**src/source/bp_pkg.sv**
```systemverilog
`default_nettype none

package bp_pkg;

    localparam int XLEN = 32;

    // gshare pattern table
    localparam int PHT_BITS = 8;
    localparam int PHT_SIZE = 1 << PHT_BITS;

    // direct mapped btb, index from pc[7:2]
    localparam int BTB_BITS = 6;
    localparam int BTB_SIZE = 1 << BTB_BITS;

    localparam int RAS_DEPTH = 8;

    typedef logic [XLEN-1:0]            addr_t;
    typedef logic [PHT_BITS-1:0]        ghist_t;   // also the pht index
    typedef logic [1:0]                 ctr_t;
    typedef logic [BTB_BITS-1:0]        btb_idx_t;
    typedef logic [XLEN-BTB_BITS-3:0]   btb_tag_t; // pc[31:8]
    typedef logic [$clog2(RAS_DEPTH)-1:0]   ras_ptr_t;
    typedef logic [$clog2(RAS_DEPTH+1)-1:0] ras_cnt_t;

    localparam ctr_t CTR_INIT = 2'd1;  // weakly not-taken
    localparam ctr_t CTR_MAX  = 2'd3;

    // fixed instruction size
    localparam addr_t PC_STEP = 32'd4;

    typedef enum logic [1:0] {
        KIND_BRANCH,
        KIND_JUMP,
        KIND_CALL,
        KIND_RET
    } br_kind_e;

endpackage

`default_nettype wire

```
**src/source/next_pc_select.sv**
```systemverilog
`timescale 1ns/1ps
`default_nettype none

module next_pc_select (
    input  wire logic             clk,
    input  wire logic             rstn,
    input  wire logic             pc_valid,
    input  wire bp_pkg::addr_t    pc,
    output logic                  pc_ready,
    output logic                  lookup_en,
    output bp_pkg::addr_t         lookup_pc,
    input  wire logic             dir_taken,
    input  wire logic             btb_hit,
    input  wire bp_pkg::br_kind_e btb_kind,
    input  wire bp_pkg::addr_t    btb_target,
    input  wire bp_pkg::addr_t    ras_top,
    input  wire logic             ras_empty,
    output logic                  pred_valid,
    output bp_pkg::addr_t         pred_pc,
    output bp_pkg::addr_t         pred_npc,
    output logic                  pred_taken,
    output bp_pkg::br_kind_e      pred_kind,
    output logic                  pred_hit,
    input  wire logic             pred_ready
);
    import bp_pkg::*;

    addr_t seq_pc;

    assign pc_ready  = !pred_valid || pred_ready;
    assign lookup_en = pc_valid && pc_ready;
    assign lookup_pc = pc;

    always_ff @(posedge clk) begin
        if (!rstn) begin
            pred_valid <= 1'b0;
        end else if (lookup_en) begin
            pred_valid <= 1'b1;
        end else if (pred_ready) begin
            pred_valid <= 1'b0;
        end
    end

    always_ff @(posedge clk) begin
        if (lookup_en) begin
            pred_pc <= pc;
        end
    end

    assign seq_pc    = pred_pc + PC_STEP;
    assign pred_hit  = btb_hit;
    assign pred_kind = btb_hit ? btb_kind : KIND_BRANCH;  // don't care on a miss

    always_comb begin
        pred_taken = 1'b0;
        pred_npc   = seq_pc;
        if (btb_hit) begin
            case (btb_kind)
                KIND_JUMP, KIND_CALL: begin
                    pred_taken = 1'b1;
                    pred_npc   = btb_target;
                end
                KIND_RET: begin
                    if (!ras_empty) begin
                        pred_taken = 1'b1;
                        pred_npc   = ras_top;
                    end
                end
                default: begin  // conditional
                    if (dir_taken) begin
                        pred_taken = 1'b1;
                        pred_npc   = btb_target;
                    end
                end
            endcase
        end
    end

    // side outputs must hold while the registered pc is stalled
    a_pred_hold : assert property (
        @(posedge clk) disable iff (!rstn)
        (pred_valid && !pred_ready) |=>
            (pred_valid && $stable(pred_pc) && $stable(pred_npc) &&
             $stable(pred_taken) && $stable(pred_kind) && $stable(pred_hit))
    ) else $error("prediction changed under back-pressure");

endmodule

`default_nettype wire

```
**config.mk**
```make
export PLATFORM = sky130hd
export DESIGN_NAME = next_pc_select
export DESIGN_NICKNAME = d
export VERILOG_FILES = /design/src/source/bp_pkg.sv /design/src/source/next_pc_select.sv
export SDC_FILE = /design/constraint.sdc
export NUM_CORES = 1
export LEC_CHECK = 0
export ABC_AREA = 0
export BUFFER_PORTS_ARGS = -buffer_cell sky130_fd_sc_hd__buf_2
export CORE_MARGIN = 2
export CORE_UTILIZATION = 39
export DETAILED_ROUTE_END_ITERATION = 6
export PLACE_DENSITY = 0.82
export SLEW_MARGIN = 10
export SYNTH_ARGS = -nofsm -noshare
export SYNTH_HDL_FRONTEND = slang
export SYNTH_SLANG_ARGS = --single-unit
```
**constraint.sdc**
```tcl
create_clock -name clk -period 1.9 [get_ports clk]
set_clock_uncertainty 0.05 [all_clocks]
set_input_delay 0.095 -clock clk [delete_from_list [all_inputs] [get_ports clk]]
set_output_delay 0.095 -clock clk [all_outputs]
set_load 0.01 [all_outputs]
```
==> results of run 1 <==
## kinds of logic after synthesis
kind of cell,after synthesis,share of synthesized area
AOI/OAI and AO/OA,120,0.279
xor gates and xnor gates,13,0.0366
adders and majority gates,3,0.0121
buffers and inverters,64,0.125
DFF,33,0.315
muxes,4,0.0145
and+or+nand+nor,115,0.217
## critical path, cell delays in order, from the launching register on
cell and delay [ns]:
edfxtp_1 0.41, ha_2 0.21, and3_4 0.22, nand4_4 0.14, buf_4 0.18, nor4_1 0.31, o31a_1 0.22, buf_2 0.14
## worst min-delay path by stage
stage / startpoint / end / slack, ns / cells after the start
6_report: rstn / pred_valid$_SDFFE_PN0P_ / 0.02 / 2
5_1_grt: rstn / pred_valid$_SDFFE_PN0P_ / 0.02 / 2
4_1_cts: rstn / pred_valid$_SDFFE_PN0P_ / 0.02 / 2
3_5_place_dp: pc[14] / pred_pc[14]$_DFFE_PP_ / 0.24 / 1
3_3_place_gp: pc[24] / pred_pc[24]$_DFFE_PP_ / 0.23 / 1
2_1_floorplan: pc[0] / pred_pc[0]$_DFFE_PP_ / 0.14 / 0
## synth_stat cells, types with 5 or more instances
library cell / n / share of area
a21oi_1: 11 / 0.018
a221o_1: 9 / 0.029
a221oi_1: 5 / 0.014
a22o_1: 7 / 0.020
a22oi_1: 23 / 0.055
a32oi_1: 10 / 0.028
and3_1: 6 / 0.012
and4_1: 6 / 0.017
buf_2: 6 / 0.0097
buf_4: 34 / 0.082
clkbuf_1: 10 / 0.012
edfxtp_1: 32 / 0.31
inv_1: 8 / 0.0097
nand2_1: 25 / 0.030
nand2b_1: 5 / 0.010
nand3_1: 17 / 0.027
nand4_1: 12 / 0.024
nor2_1: 9 / 0.011
o211ai_1: 5 / 0.012
o21ai_0: 19 / 0.031
o22ai_1: 10 / 0.020
o31ai_1: 10 / 0.024
or4_1: 11 / 0.027
xnor2_1: 9 / 0.025
## area by class of cell
class / count / area share
Clock buffer: 6 / 0.0140
Clock inverter: 2 / 0.00650
Multi-Input combinational cell: 255 / 0.379
Timing Repair Buffer: 319 / 0.382
Tap cell: 102 / 0.0245
Sequential cell: 33 / 0.189
Inverter: 8 / 0.00577
## state kept, by name, indices dropped and copies added (netlist names)
name	count
pred_pc	32
pred_valid	1
## metrics by stage
step / instance area, sq um / TNS, ns / utilization / worst slack (ns) / instances
6_report: 5200 / -5.16 / 0.673 / -0.355 / 725
5_1_grt: 5200 / -6.63 / 0.673 / -0.382 / 725
4_1_cts: 5030 / -4.04 / 0.651 / -0.254 / 718
3_5_place_dp: 4460 / -0.275 / 0.577 / -0.135 / 673
3_3_place_gp: 4460 / -0.131 / 0.577 / -0.124 / 673
2_1_floorplan: 3140 / -0.0177 / - / -0.00890 / 352
## routing by layer
layer  global-route usage  wire length (microns)  vias to the layer above
li1                     -                      -                     1918
met3               0.0540                   1080                       48
met1                0.361                   5230                     1949
met5                    0                      0                        -
met2                0.505                   6770                      256
met4               0.0870                    431                        0
## what timing repair did
| item | 4_1_cts | 5_1_grt |
|---|---|---|
| hold buffers | 32 | 0 |
| setup endpoints to repair | 23 | 29 |
| gates resized for setup | 29 | 25 |
| hold endpoints to repair | 32 | 0 |
| cloned | 0 | 0 |
| pin swaps | 23 | 14 |
| buffers inserted | 5 | 11 |
## power by group
part	total [mW]	switching, mW	internal (mW)
Combinational	1.04	0.550	0.491
Clock	0.654	0.266	0.387
Sequential	0.877	0.0271	0.850
==> out/metrics.yaml, run 1 <==
die_y_microns: 93.3
rsz0062_at_grt: "yes"
clockRootBuffer: "clkbuf_8"
r2r-end: "pred_pc[17]$_DFFE_PP_"
numClockSinks: 33
async_flop_share: 0
ys_warn_count: 0
post-route-period-util: 1.19
grt_pass1_wl_mm: 19.9
endpoint: "pred_npc[20]"
path_class: "reg2out"
ff2ff_path_depth: 3
layout_commonest_cell: "buf_2"
cp.required_ns: 1.75
core-area_sq_um: 7730
hold_violations: 0
violations: "setup timing"
leakage_nw: 2.34
grt_max_degree: 33
clk_pin_slew_worst_paths_ns: 0.08
ys_types: 49
max_freq_mhz: 443
hp-class: "in2reg"
final_layout_size_suffix_gt1_frac: 0.539
drv_cap: 0
synth_nets: 460
finalSetupViolations: 24
grt-ovfl-total: 0
fillers: 610
drc: 0
cp.arrival_ns: 2.11
synth_ff_type: "edfxtp_1"
die-width_microns: 93.3
drt_first_pass_iters: 5
area.growth.synth_to_final_pct: 67.1
synth-edff-count: 32
total_power_mw: 2.57
slew_headroom: 0.663
layout_min_cycle_time_ns: 2.26
r2r-start: "pred_valid$_SDFFE_PN0P_"
outcome: "complete, but fails checks"
fp.dieArea_sq_um: 8710
synthCells: 352
critPathCaptureType: "primary output"
final_cell_mix: "buf_2 (207), buf_4 (72), dlygate4sd3_1 (32), edfxtp_1 (32)"
critPathLaunch: "pred_pc[2]$_DFFE_PP_"
pwr_density_cell_nw_per_um2: 494
yosysSeqAreaShare: 0.315
place_congestion: 0.896
hold_ws_ns: 0.0215
cts_buffers: 5
post_drt_wl_per_cell_microns: 18.6
diodes: 0
vias_per_cell: 5.75
seqCellArea_sq_um: 981
crit_fanout: 8
placementRows: 32
fin_nets: 730
r2r_setup_slack_ns: 0.56
ys_seq_elements: 33
port_buffers: 207
slew_violations: 0
pin_count: 208
antenna_found_initial: 0
cts_tree: "built"
initial_core_util: 0.403
hpwl_mm: 9.95
clockBufferDepth: 2
netlist_area_sq_um: 3110
drt_iter0_drc: 353
num_vias: 4171
h-tree-depth: 2
cp-start-kind: "register"
peakVddDrop_mv: 0.624
multi_input_area_sq_um: 1970
wirelength_mm: 13.5
tightest_slew_ns: 0.506
grt_pass1_vias: 3937
layout_setup_ws_ns: -0.355
synth_area_per_cell_sq_um: 8.84
grt_usage: 0.289
ant_nets: 0
clock_latency_ns: 0.28
Power figures use the tool's default switching activity.
==> inputs of run 2 (changes only) <==
CELL_PAD_IN_SITES_DETAIL_PLACEMENT = 0   (was unset)
CELL_PAD_IN_SITES_GLOBAL_PLACEMENT = 1   (was unset)
CORE_UTILIZATION = 27   (was 39)
==> out/metrics.yaml, run 2 (same netlist as run 1, synthesis figures left out) <==
grt_usage: 0.204  # -0.0857
place_ws_ns: -0.0764  # +0.0584 ns
ant_nets: 0  # unchanged
area.growth.synth_to_final_pct: 68.8
drt_first_pass_iters: 6  # +1
grt_pass1_vias: 3916  # -0.53%
drc: 0  # unchanged
leakage_nw: 2.33  # -0.54%
largest_register: "pred_pc"
hpwl_mm: 10.5  # +5.7%
post_drt_wl_per_cell_microns: 17.7  # -4.8%
post-route-period-util: 1.15  # -0.0404
initial_core_util: 0.275  # -0.128
critPathLaunch: "pred_pc[3]$_DFFE_PP_"
antenna_found_initial: 1  # +1
grt-ovfl-total: 0  # unchanged
reg_top3: "pred_pc: 32 flops, pred_valid: 1 flops"
min_from: "pc[2]"
path_class: "reg2out"
clock_latency_ns: 0.27  # about the same
die_y_microns: 111  # +19%
max_freq_mhz: 459  # +3.5%
cp.required_ns: 1.75  # about the same
h-tree-depth: 2  # unchanged
final_cells: 763  # +5.2%
clk_pin_slew_worst_paths_ns: 0.06  # -0.02 ns
final_layout_size_suffix_gt1_frac: 0.543  # +0.00349
rsz0062_at_grt: "yes"
clockBufferDepth: 2  # unchanged
hold_path_depth: 1  # -1
r2r-end: "pred_pc[2]$_DFFE_PP_"
clockRootBuffer: "clkbuf_16"
peakVddDrop_mv: 0.402  # -36%
r2r-start: "pred_valid$_SDFFE_PN0P_"
finalSetupViolations: 23  # -4.2%
die-width_microns: 111  # +19%
place_congestion: 0.887  # -0.95%
violations: "setup timing"
layout_commonest_cell: "buf_2"
grt_pass1_wl_mm: 20.4  # +2.8%
crit_fanout: 7  # -1
port_buffers: 207  # unchanged
slew_violations: 0  # unchanged
numClockSinks: 33  # unchanged
layout_setup_ws_ns: -0.278  # +0.0767 ns
grt_max_degree: 34  # +3.0%
tightest_slew_ns: 0.499  # -0.00632 ns
hold_violations: 0  # unchanged
total_power_mw: 2.84  # +10%
drt_iter0_drc: 414  # +17%
vias_per_cell: 5.30  # -7.8%
hp-class: "in2reg"
num_vias: 4047  # -3.0%
r2r_setup_slack_ns: 0.58  # +0.02 ns
outcome: "complete, but fails checks"
core-area_sq_um: 11300  # +47%
cp-start-kind: "register"
ff2ff_path_depth: 3  # unchanged
drv_cap: 0  # unchanged
pwr_density_cell_nw_per_um2: 541  # +9.3%
cts_tree: "built"
placementRows: 39  # +22%
critPathCaptureType: "primary output"
layout_min_cycle_time_ns: 2.18  # -0.0767 ns
placed_cells: 714  # +6.1%
pin_count: 208  # unchanged
setup_tns_ns: -4.02  # +1.14 ns
fin_nets: 726  # -0.55%
hold_end: "pred_pc[2]$_DFFE_PP_"
final_cell_mix: "buf_2 (206), buf_4 (73), edfxtp_1 (32), dlygate4sd3_1 (31), nand2_1 (25)"
cp.arrival_ns: 2.03  # -0.08 ns
fp.dieArea_sq_um: 12400  # +42%
slew_headroom: 0.667  # +0.00422
wirelength_mm: 13.5  # +0.23%
cts_buffers: 5  # unchanged
largest_register_ffs: 32  # unchanged
## run 2: cell types whose count changed in the layout (fill, tap and decap cells not counted), sizes merged
| cell | delta |
|---|---|
| clkinvlp | +1 |
| diode | +1 |
| clkbuf | -1 |
| buf | -3 |
| dlygate4sd3 | -1 |
## run 2: worst max-delay path by stage
stage,end
floorplan,pred_npc[28]
global placement,pred_npc[22]
detailed placement,pred_npc[22]
CTS,pred_npc[28]
global route,pred_npc[28]
finish,pred_npc[28]
## run 2: where the power goes
group,internal (mW),total [mW],leakage [nW],switching (mW)
clock network,0.620,0.939,0.0800,0.318
logic,0.489,1.02,1.93,0.532
registers,0.851,0.881,0.318,0.0293
total,1.96,2.84,2.33,0.880
## run 2: metrics by stage
| stage | instance area, sq um | hold WS [ns] | utilization |
|---|---|---|---|
| after floorplan | 3140 | 0.144 | - |
| after global placement | 4510 | 0.234 | 0.398 |
| after detailed placement | 4510 | 0.235 | 0.398 |
| after CTS | 5170 | 0.00944 | 0.456 |
| after global routing | 5250 | 0.00560 | 0.464 |
| final | 5250 | 0.00595 | 0.464 |
## run 2: what timing repair did
action / CTS / global route
hold endpoints to repair: 31 / 0
pin swaps: 15 / 7
hold buffers: 31 / 0
resized for setup: 28 / 17
setup endpoints to repair: 22 / 29
setup buffers: 8 / 2
## run 2: worst max-delay path, cell delays in order (launching register included)
cell and delay [ns]:
edfxtp_1 0.40, ha_2 0.20, and3_4 0.22, nand4_4 0.12, or4_4 0.44, a32oi_2 0.21
buf_2 0.16
## run 2: cell type report
class | instances | area (sq um)
Tap cell | 143 | 179
Clock buffer | 5 | 125
Antenna cell | 1 | 2.50
Inverter | 8 | 30.0
Clock inverter | 3 | 46.3
Fill cell | 1102 | 6070
Timing Repair Buffer | 315 | 1950
Sequential cell | 33 | 981
Multi-Input combinational cell | 255 | 1940
## run 2: per-layer routing
layer,routed length (microns),vias to the layer above,track usage
met5,0,-,0
met4,359,0,0.0593
met3,852,26,0.0289
met2,6750,195,0.356
met1,5580,1919,0.262
li1,-,1907,-
