**src/source/bp_pkg.sv**
```systemverilog
`default_nettype none

package bp_pkg;

    localparam int XLEN = 32;

    // gshare pattern table
    localparam int PHT_BITS = 8;
    localparam int PHT_SIZE = 1 << PHT_BITS;

    // direct mapped btb, index from pc[7:2]
    localparam int BTB_BITS = 6;
    localparam int BTB_SIZE = 1 << BTB_BITS;

    localparam int RAS_DEPTH = 8;

    typedef logic [XLEN-1:0]            addr_t;
    typedef logic [PHT_BITS-1:0]        ghist_t;   // also the pht index
    typedef logic [1:0]                 ctr_t;
    typedef logic [BTB_BITS-1:0]        btb_idx_t;
    typedef logic [XLEN-BTB_BITS-3:0]   btb_tag_t; // pc[31:8]
    typedef logic [$clog2(RAS_DEPTH)-1:0]   ras_ptr_t;
    typedef logic [$clog2(RAS_DEPTH+1)-1:0] ras_cnt_t;

    localparam ctr_t CTR_INIT = 2'd1;  // weakly not-taken
    localparam ctr_t CTR_MAX  = 2'd3;

    // fixed instruction size
    localparam addr_t PC_STEP = 32'd4;

    typedef enum logic [1:0] {
        KIND_BRANCH,
        KIND_JUMP,
        KIND_CALL,
        KIND_RET
    } br_kind_e;

endpackage

`default_nettype wire

```
**src/source/direction_predictor.sv**
```systemverilog
`timescale 1ns/1ps
`default_nettype none

module direction_predictor (
    input  wire logic             clk,
    input  wire logic             rstn,
    input  wire logic             lookup_en,
    input  wire bp_pkg::addr_t    lookup_pc,
    input  wire logic             upd_valid,
    input  wire bp_pkg::addr_t    upd_pc,
    input  wire bp_pkg::br_kind_e upd_kind,
    input  wire logic             upd_taken,
    output logic                  dir_taken
);
    import bp_pkg::*;

    ctr_t   pht [PHT_SIZE];
    ghist_t ghist;
    ctr_t   rd_ctr;

    ghist_t lkp_idx;
    ghist_t upd_idx;
    ctr_t   upd_ctr;
    logic   br_upd;

    assign lkp_idx = lookup_pc[PHT_BITS+1:2] ^ ghist;
    assign upd_idx = upd_pc[PHT_BITS+1:2] ^ ghist;
    assign upd_ctr = pht[upd_idx];
    assign br_upd  = upd_valid && (upd_kind == KIND_BRANCH);

    // counter training and history shift, commit only
    always_ff @(posedge clk) begin
        if (!rstn) begin
            for (int i = 0; i < PHT_SIZE; i++) begin
                pht[i] <= CTR_INIT;
            end
            ghist <= '0;
        end else if (br_upd) begin
            if (upd_taken) begin
                if (upd_ctr != CTR_MAX) begin
                    pht[upd_idx] <= upd_ctr + 2'd1;
                end
            end else if (upd_ctr != 2'd0) begin
                pht[upd_idx] <= upd_ctr - 2'd1;
            end
            ghist <= {ghist[PHT_BITS-2:0], upd_taken};
        end
    end

    // read data held between lookups
    always_ff @(posedge clk) begin
        if (lookup_en) begin
            rd_ctr <= pht[lkp_idx];  // old state on a same-cycle update
        end
    end

    assign dir_taken = rd_ctr[1];

    // only a committed conditional branch may move the history
    a_ghist_stable : assert property (
        @(posedge clk) disable iff (!rstn)
        !br_upd |=> $stable(ghist)
    ) else $error("global history changed without a branch update");

endmodule

`default_nettype wire

```
**config.mk**
```make
export PLATFORM = sky130hd
export DESIGN_NAME = direction_predictor
export DESIGN_NICKNAME = d
export VERILOG_FILES = /design/src/source/bp_pkg.sv /design/src/source/direction_predictor.sv
export SDC_FILE = /design/constraint.sdc
export NUM_CORES = 1
export LEC_CHECK = 0
export BUFFER_PORTS_ARGS = -buffer_cell sky130_fd_sc_hd__buf_2
export CAP_MARGIN = 20
export CORE_ASPECT_RATIO = 1.2
export CORE_UTILIZATION = 35
export CTS_CLUSTER_DIAMETER = 150
export DETAILED_ROUTE_END_ITERATION = 10
export HOLD_SLACK_MARGIN = 0.1
export SYNTH_ARGS = -nofsm -noshare
export SYNTH_HDL_FRONTEND = slang
export SYNTH_SLANG_ARGS = --single-unit
```
**constraint.sdc**
```tcl
create_clock -name clk -period 9.6 [get_ports clk]
set_input_delay 0.96 -clock clk [delete_from_list [all_inputs] [get_ports clk]]
set_output_delay 0.96 -clock clk [all_outputs]
set_load 0.005 [all_outputs]
```
==> results.json, run 1 <==
{
  "r2r_end": "pht[74][1]",
  "p_leak_nw": 8.94,
  "hold_class": "primary input to flip-flop",
  "combPwrFrac_pct": 17.5,
  "finClkSkew_ns": 0.0360,
  "fin_area_um2": 35200,
  "synth_top_family_by_area": "simple AND/OR/NAND/NOR gates",
  "ir_worst_vdd_mv": 0.165,
  "rsz0062_at_grt": "no",
  "synth_compound_area_share_pct": 16.0,
  "layout_min_cycle_time_ns": 6.83,
  "via_per_inst": 6.90,
  "required_ns": 9.92,
  "synthXorXnorAreaFrac_pct": 0.720,
  "timing.setup.tns_ns": 0,
  "cp_top_family": "buffers and inverters",
  "ctsLongestPathBuffers": 3,
  "slowest_stage": "buf_4",
  "num_vias": 27955,
  "switchingPower_mw": 1.75,
  "drtAntennaViolNets": 0,
  "hold_violations": 0,
  "synth_mux_area_share_pct": 11.7,
  "post_cts_resized": 0,
  "placedInstanceArea_um2": 33400,
  "wl_per_cell_um": 30.1,
  "post-place-ws_ns": 2.47,
  "drtIter0Drc": 4008,
  "drive_gt1_share_pct": 16.0,
  "arrival_ns": 7.15,
  "drtPass1Iterations": 9,
  "die_w_um": 280,
  "h-tree-depth": 2,
  "wl_um": 122000,
  "setup_violations": 0,
  "critPathMaxStageDelay_ns": 0.99,
  "endpoint_kind": "flip-flop",
  "cp_max_fo": 85,
  "netlist-cell-type-count": 49,
  "yosys.area_share.simple_pct": 17.5,
  "areaGrowthSynthToFinish_pct": 8.34,
  "min_to": "rd_ctr[1]",
  "rrSetupSlack_ns": 2.80,
  "fin_ws_ns": 2.77,
  "drc": 2,
  "die_area_um2": 94100,
  "r2r_cells": 11,
  "rows": 122,
  "synth_fa_ha_area_share_pct": 0,
  "synth_edf_count": 513,
  "maxCapViolCount": 0,
  "synth_nets": 3137,
  "hold_buffers": 0,
  "clock-sinks": 521,
  "clk_pin_slew_ns": 0.06,
  "dieHeight_um": 336,
  "outcome": "complete, but fails checks",
  "final_max_slew_viol_count": 0,
  "ys_seq_area_share_pct": 47.9,
  "gp_congestion": 0.905,
  "place.port_buffers": 23,
  "fmax_ghz": 0.146,
  "place_hpwl_um": 68800,
  "finalCritPeriodShare_pct": 71.1,
  "io_pins": 72,
  "r2r-start": "ghist[2]",
  "cp_num_buf_inv": 5,
  "worstMarginPinSlew_ns": 1.20,
  "yosysWarnings": 0,
  "holdCritStartpoint": "lookup_en",
  "switching_share_pct": 31.1,
  "grt_antenna_before_repair": 3,
  "slew_headroom_pct": 19.9,
  "startpoint_type": "primary input",
  "grt_max_degree": 190,
  "pwr-share-seq_pct": 45.3,
  "synthCells": 3066,
  "cts_tree": "yes",
  "grt_pass1_wl_um": 179000,
  "syn_area_per_cell_um2": 10.6,
  "whs_path_depth": 1,
  "crit_top_cell": "buf_4",
  "grt_pass1_vias": 26265,
  "p_per_area_nw_per_um2": 160,
  "fin_nets": 2838,
  "violations": "DRC",
  "start_util_pct": 35.3,
  "ys_ff_latch": 521,
  "synth_async_sr_flop_share_pct": 0,
  "path_cells": "buf_2 -> xnor2_1 -> nand2_2 -> buf_4 -> o21ai_0 -> a2111oi_0 -> and4_1 -> buf_4 -> a21oi_4 -> buf_4 -> buf_4 -> a211oi_1",
  "synth_flop_cell": "edfxtp_1",
  "p_clk_share_pct": 37.2,
  "nFillCells": 8811,
  "post-route-util_pct": 38.2,
  "internal-power_mw": 3.88,
  "post-cts-setup-buffers": 0,
  "netlist_area_um2": 32500,
  "clock-root-buffer": "clkbuf_16",
  "clock_latency_ns": 0.66,
  "core-area_um2": 92000,
  "path_class": "primary input to flip-flop",
  "grt-ovfl-total": 0,
  "numCtsBuffers": 53,
  "grt_usage_pct": 25.3
}
through the flow:
| stage | total power, mW | hold WS [ns] | instances |
|---|---|---|---|
| final | 5.63 | 0.526 | 4050 |
| after global routing | 5.74 | 0.514 | 4048 |
| after CTS | 5.60 | 0.501 | 4044 |
| after detailed placement | 3.55 | 0.537 | 3948 |
| after global placement | 3.54 | 0.536 | 3945 |
| after floorplan | 3.22 | 0.502 | 3066 |
cell usage after synthesis (all sizes together), types with 20 or more instances:
library cell,count,area share [%]
nand4,209,4.0
buf,112,1.9
a32oi,38,1.0
o211ai,20,0.46
a211oi,201,4.6
mux2i,39,1.2
o31ai,20,0.46
or2,30,0.58
clkbuf,372,4.3
mux4,152,11
nand3,396,6.1
edfxtp,513,47
o21ai,31,0.48
o41ai,65,1.8
a2111oi,57,1.6
nor2,91,1.1
o221ai,161,4.3
nand2,442,5.1
layer usage:
metal	vias to the layer above	wire length (um)	GRT usage, %
li1	11697	-	-
met1	13966	44500	32.5
met2	1915	56800	39.4
met3	373	12600	4.77
met4	4	7970	15.7
met5	-	24	0
worst max-delay path by stage:
| stage | start | end | slack (ns) | cells past startpoint |
|---|---|---|---|---|
| floorplan | lookup_pc[2] | rd_ctr[1] | 5.02 | 8 |
| global placement | upd_pc[4] | pht[142][1] | 2.60 | 12 |
| detailed placement | upd_pc[4] | pht[74][1] | 2.47 | 12 |
| CTS | upd_pc[4] | pht[74][1] | 3.10 | 12 |
| global route | upd_pc[4] | pht[141][1] | 2.75 | 12 |
| finish | upd_pc[4] | pht[74][1] | 2.77 | 12 |
placed cells by master (no fill, tap or decap), types with 6 or more instances in the layout:
master,instances
clkinv_2,11
buf_4,96
clkinv_1,9
clkbuf_16,54
buf_2,21
o211ai_1,20
o311ai_0,13
nand3_1,396
mux4_2,152
o31ai_1,20
a2111oi_1,22
clkbuf_1,13
o41ai_1,65
nor2_1,55
a211oi_1,201
nand2_1,440
o221ai_1,161
nor2_2,11
xor2_1,9
o22ai_1,14
mux2i_1,39
nor2_4,25
nand2b_1,6
a32oi_1,38
or2_2,30
nand4_1,209
a21boi_0,8
xnor2_1,8
a2111oi_0,35
edfxtp_1,513
dfxtp_1,8
o21ai_0,27
nor3_2,13
a31oi_1,6
logic make-up after synthesis:
logic type / count (synthesis)
compound gates: 646
xor+xnor: 25
buf+inv: 485
flops: 521
mux: 191
simple gates: 1198
power groups by stage:
| stage | registers, mW | logic (mW) | clock network (mW) |
|---|---|---|---|
| final | 2.55 | 0.985 | 2.10 |
| after detailed placement | 2.60 | 0.949 | 0 |
| after global routing | 2.55 | 1.01 | 2.17 |
| after floorplan | 2.59 | 0.635 | 0 |
| after CTS | 2.55 | 0.950 | 2.10 |
| after global placement | 2.60 | 0.946 | 0 |
cell type report:
class / count / area, um^2 / area share (%)
clock buffers: 67 / 1400 / 3.98
multi-input cells: 2060 / 15300 / 43.6
clock inverters: 29 / 268 / 0.761
inverters: 1 / 6.26 / 0.0178
flip-flops and latches: 521 / 15600 / 44.2
repair buffers: 130 / 1070 / 3.05
diodes: 2 / 5.00 / 0.0142
well taps: 1240 / 1550 / 4.41
sequential cells by signal (all words and copies together) (netlist names):
name	count
ghist	8
pht	512
rd_ctr	1
No activity file was read; power rests on OpenSTA's default activity.
==> run 2: changes to the inputs <==
==> constraint.sdc (replaced) <==
create_clock -name clk -period 5.9 [get_ports clk]
set_input_delay 0.59 -clock clk [delete_from_list [all_inputs] [get_ports clk]]
set_output_delay 0.59 -clock clk [all_outputs]
set_load 0.005 [all_outputs]
==> results.json, run 2 (synthesis results as in run 1) <==
{
  "outcome": "complete, but fails checks",
  "violations": "DRC",
  "r2r-start": "ghist[2]",
  "io_pins": 72,
  "hold_class": "primary input to flip-flop",
  "h-tree-depth": 2,
  "core-area_um2": 92000,
  "slowest_stage": "xnor2_1",
  "areaGrowthSynthToFinish_pct": 11.1,
  "cts_tree": "yes",
  "post-cts-setup-buffers": 0,
  "place_hpwl_um": 74600,
  "required_ns": 6.14,
  "via_per_inst": 6.89,
  "die_w_um": 280,
  "clock-sinks": 521,
  "grt_max_degree": 125,
  "r2r_cells": 11,
  "multi_input_area_um2": 15300,
  "num_vias": 28414,
  "clock_latency_ns": 0.65,
  "nFillCells": 8698,
  "endpoint_kind": "flip-flop",
  "hold_violations": 0,
  "diodes": 0,
  "rows": 122,
  "slew_headroom_pct": 17.9,
  "drc": 1,
  "regArea_um2": 15600,
  "fin_nets": 2918,
  "dieHeight_um": 336,
  "grt_antenna_before_repair": 4,
  "grt-ovfl-total": 0,
  "critPathMaxStageDelay_ns": 0.86,
  "drive_gt1_share_pct": 18.0,
  "rrSetupSlack_ns": 0.51,
  "wl_per_cell_um": 30.1,
  "holdCritStartpoint": "lookup_en",
  "ctsLongestPathBuffers": 3,
  "maxCapViolCount": 0,
  "path_class": "flip-flop to flip-flop",
  "wl_um": 124000,
  "min_to": "rd_ctr[1]",
  "mostFrequentLayoutCell": "edfxtp_1",
  "clock-root-buffer": "clkbuf_16",
  "power_mw": 9.19,
  "grt_usage_pct": 25.8,
  "timing.setup.tns_ns": 0,
  "drtIter0Drc": 4273,
  "layout_common_cells": "edfxtp_1 (513), nand2_1 (440), nand3_1 (396)",
  "fmax_ghz": 0.186,
  "post-route-util_pct": 39.2,
  "die_area_um2": 94100,
  "clk_pin_slew_ns": 0.06,
  "place.port_buffers": 23,
  "path_cells": "xnor2_1 -> nor3_4 -> buf_4 -> a32oi_1 -> o211ai_1 -> o21a_1 -> a2111oi_0 -> nand4_1 -> nor2_4 -> buf_12 -> o221ai_1",
  "post_cts_resized": 0,
  "startpoint_type": "flip-flop",
  "whs_path_depth": 1,
  "final_max_slew_viol_count": 0,
  "grt_pass1_vias": 26840,
  "worstMarginPinSlew_ns": 1.23,
  "drtPass1Iterations": 9,
  "p_leak_nw": 9.44,
  "placedInstanceArea_um2": 34500,
  "rsz0062_at_grt": "no",
  "timing.hold.ws_ns": 0.152,
  "drtAntennaViolNets": 0,
  "fin_area_um2": 36100,
  "setup_violations": 0,
  "finClkSkew_ns": 0.0366,
  "finalCritPeriodShare_pct": 91.3,
  "grt_pass1_wl_um": 182000,
  "arrival_ns": 5.63,
  "largest_reg_flops": 512,
  "gp_congestion": 0.924,
  "numCtsBuffers": 53,
  "layout_min_cycle_time_ns": 5.39,
  "cp_max_fo": 44,
  "r2r_end": "pht[246][1]",
  "regMostFlops": "pht",
  "hold_buffers": 0,
  "top_regs": "pht x512, ghist x8, rd_ctr x1",
  "ir_worst_vdd_mv": 0.199,
  "p_per_area_nw_per_um2": 255,
  "start_util_pct": 35.3
}
[run 2: changes by cell type in the layout (fill, tap and decap cells not counted), sizes merged]
cell	previous run	this run
buf	129	209
clkinv	21	20
inv	2	3
clkbuf	68	70
diode	2	0
clkinvlp	3	2
bufinv	4	1
[run 2: critical path, delay by kind of cell (launching register included)]
kind | cells | cell delay, ns
AO/OA/AOI/OAI | 5 | 1.69
AND/OR/NAND/NOR | 3 | 1.37
XOR/XNOR | 1 | 0.86
buffers and inverters | 2 | 0.63
flip-flops | 1 | 0.39
[run 2: routing by layer]
layer,global-route usage [%],share of wire [%],vias to the layer above
li1,-,-,11842
met1,32.5,36,14110
met4,14.4,6.3,6
met3,4.45,10,397
met5,0,0.029,-
met2,42.0,47,2059
[run 2: report_power, final]
part / switching [mW] / total, mW / internal, mW
clock: 1.51 / 3.20 / 1.69
combinational: 1.31 / 1.84 / 0.528
sequential: 0.0358 / 4.15 / 4.12
total: 2.86 / 9.19 / 6.33
[run 2: worst max path at each step]
stage / to / depth (start not counted) / startpoint
6_report: pht[246][1] / 11 / ghist[2]
5_1_grt: pht[141][1] / 12 / ghist[2]
2_1_floorplan: rd_ctr[1] / 8 / lookup_pc[2]
3_5_place_dp: pht[138][1] / 13 / upd_pc[4]
4_1_cts: pht[138][0] / 12 / ghist[2]
3_3_place_gp: pht[237][1] / 13 / upd_pc[4]
[run 2: through the flow]
stage | setup slack [ns] | cells
global placement | 0.454 | 4030
global route | 0.427 | 4126
CTS | 0.718 | 4124
detailed placement | 0.465 | 4030
finish | 0.515 | 4126
floorplan | 1.69 | 3066
[run 2: cell type report]
cell class	count	area share, %
inverters	1	0.0173
repair buffers	210	5.93
clock inverters	25	0.412
clock buffers	69	3.84
multi-input cells	2060	42.4
flip-flops and latches	521	43.1
well taps	1240	4.30
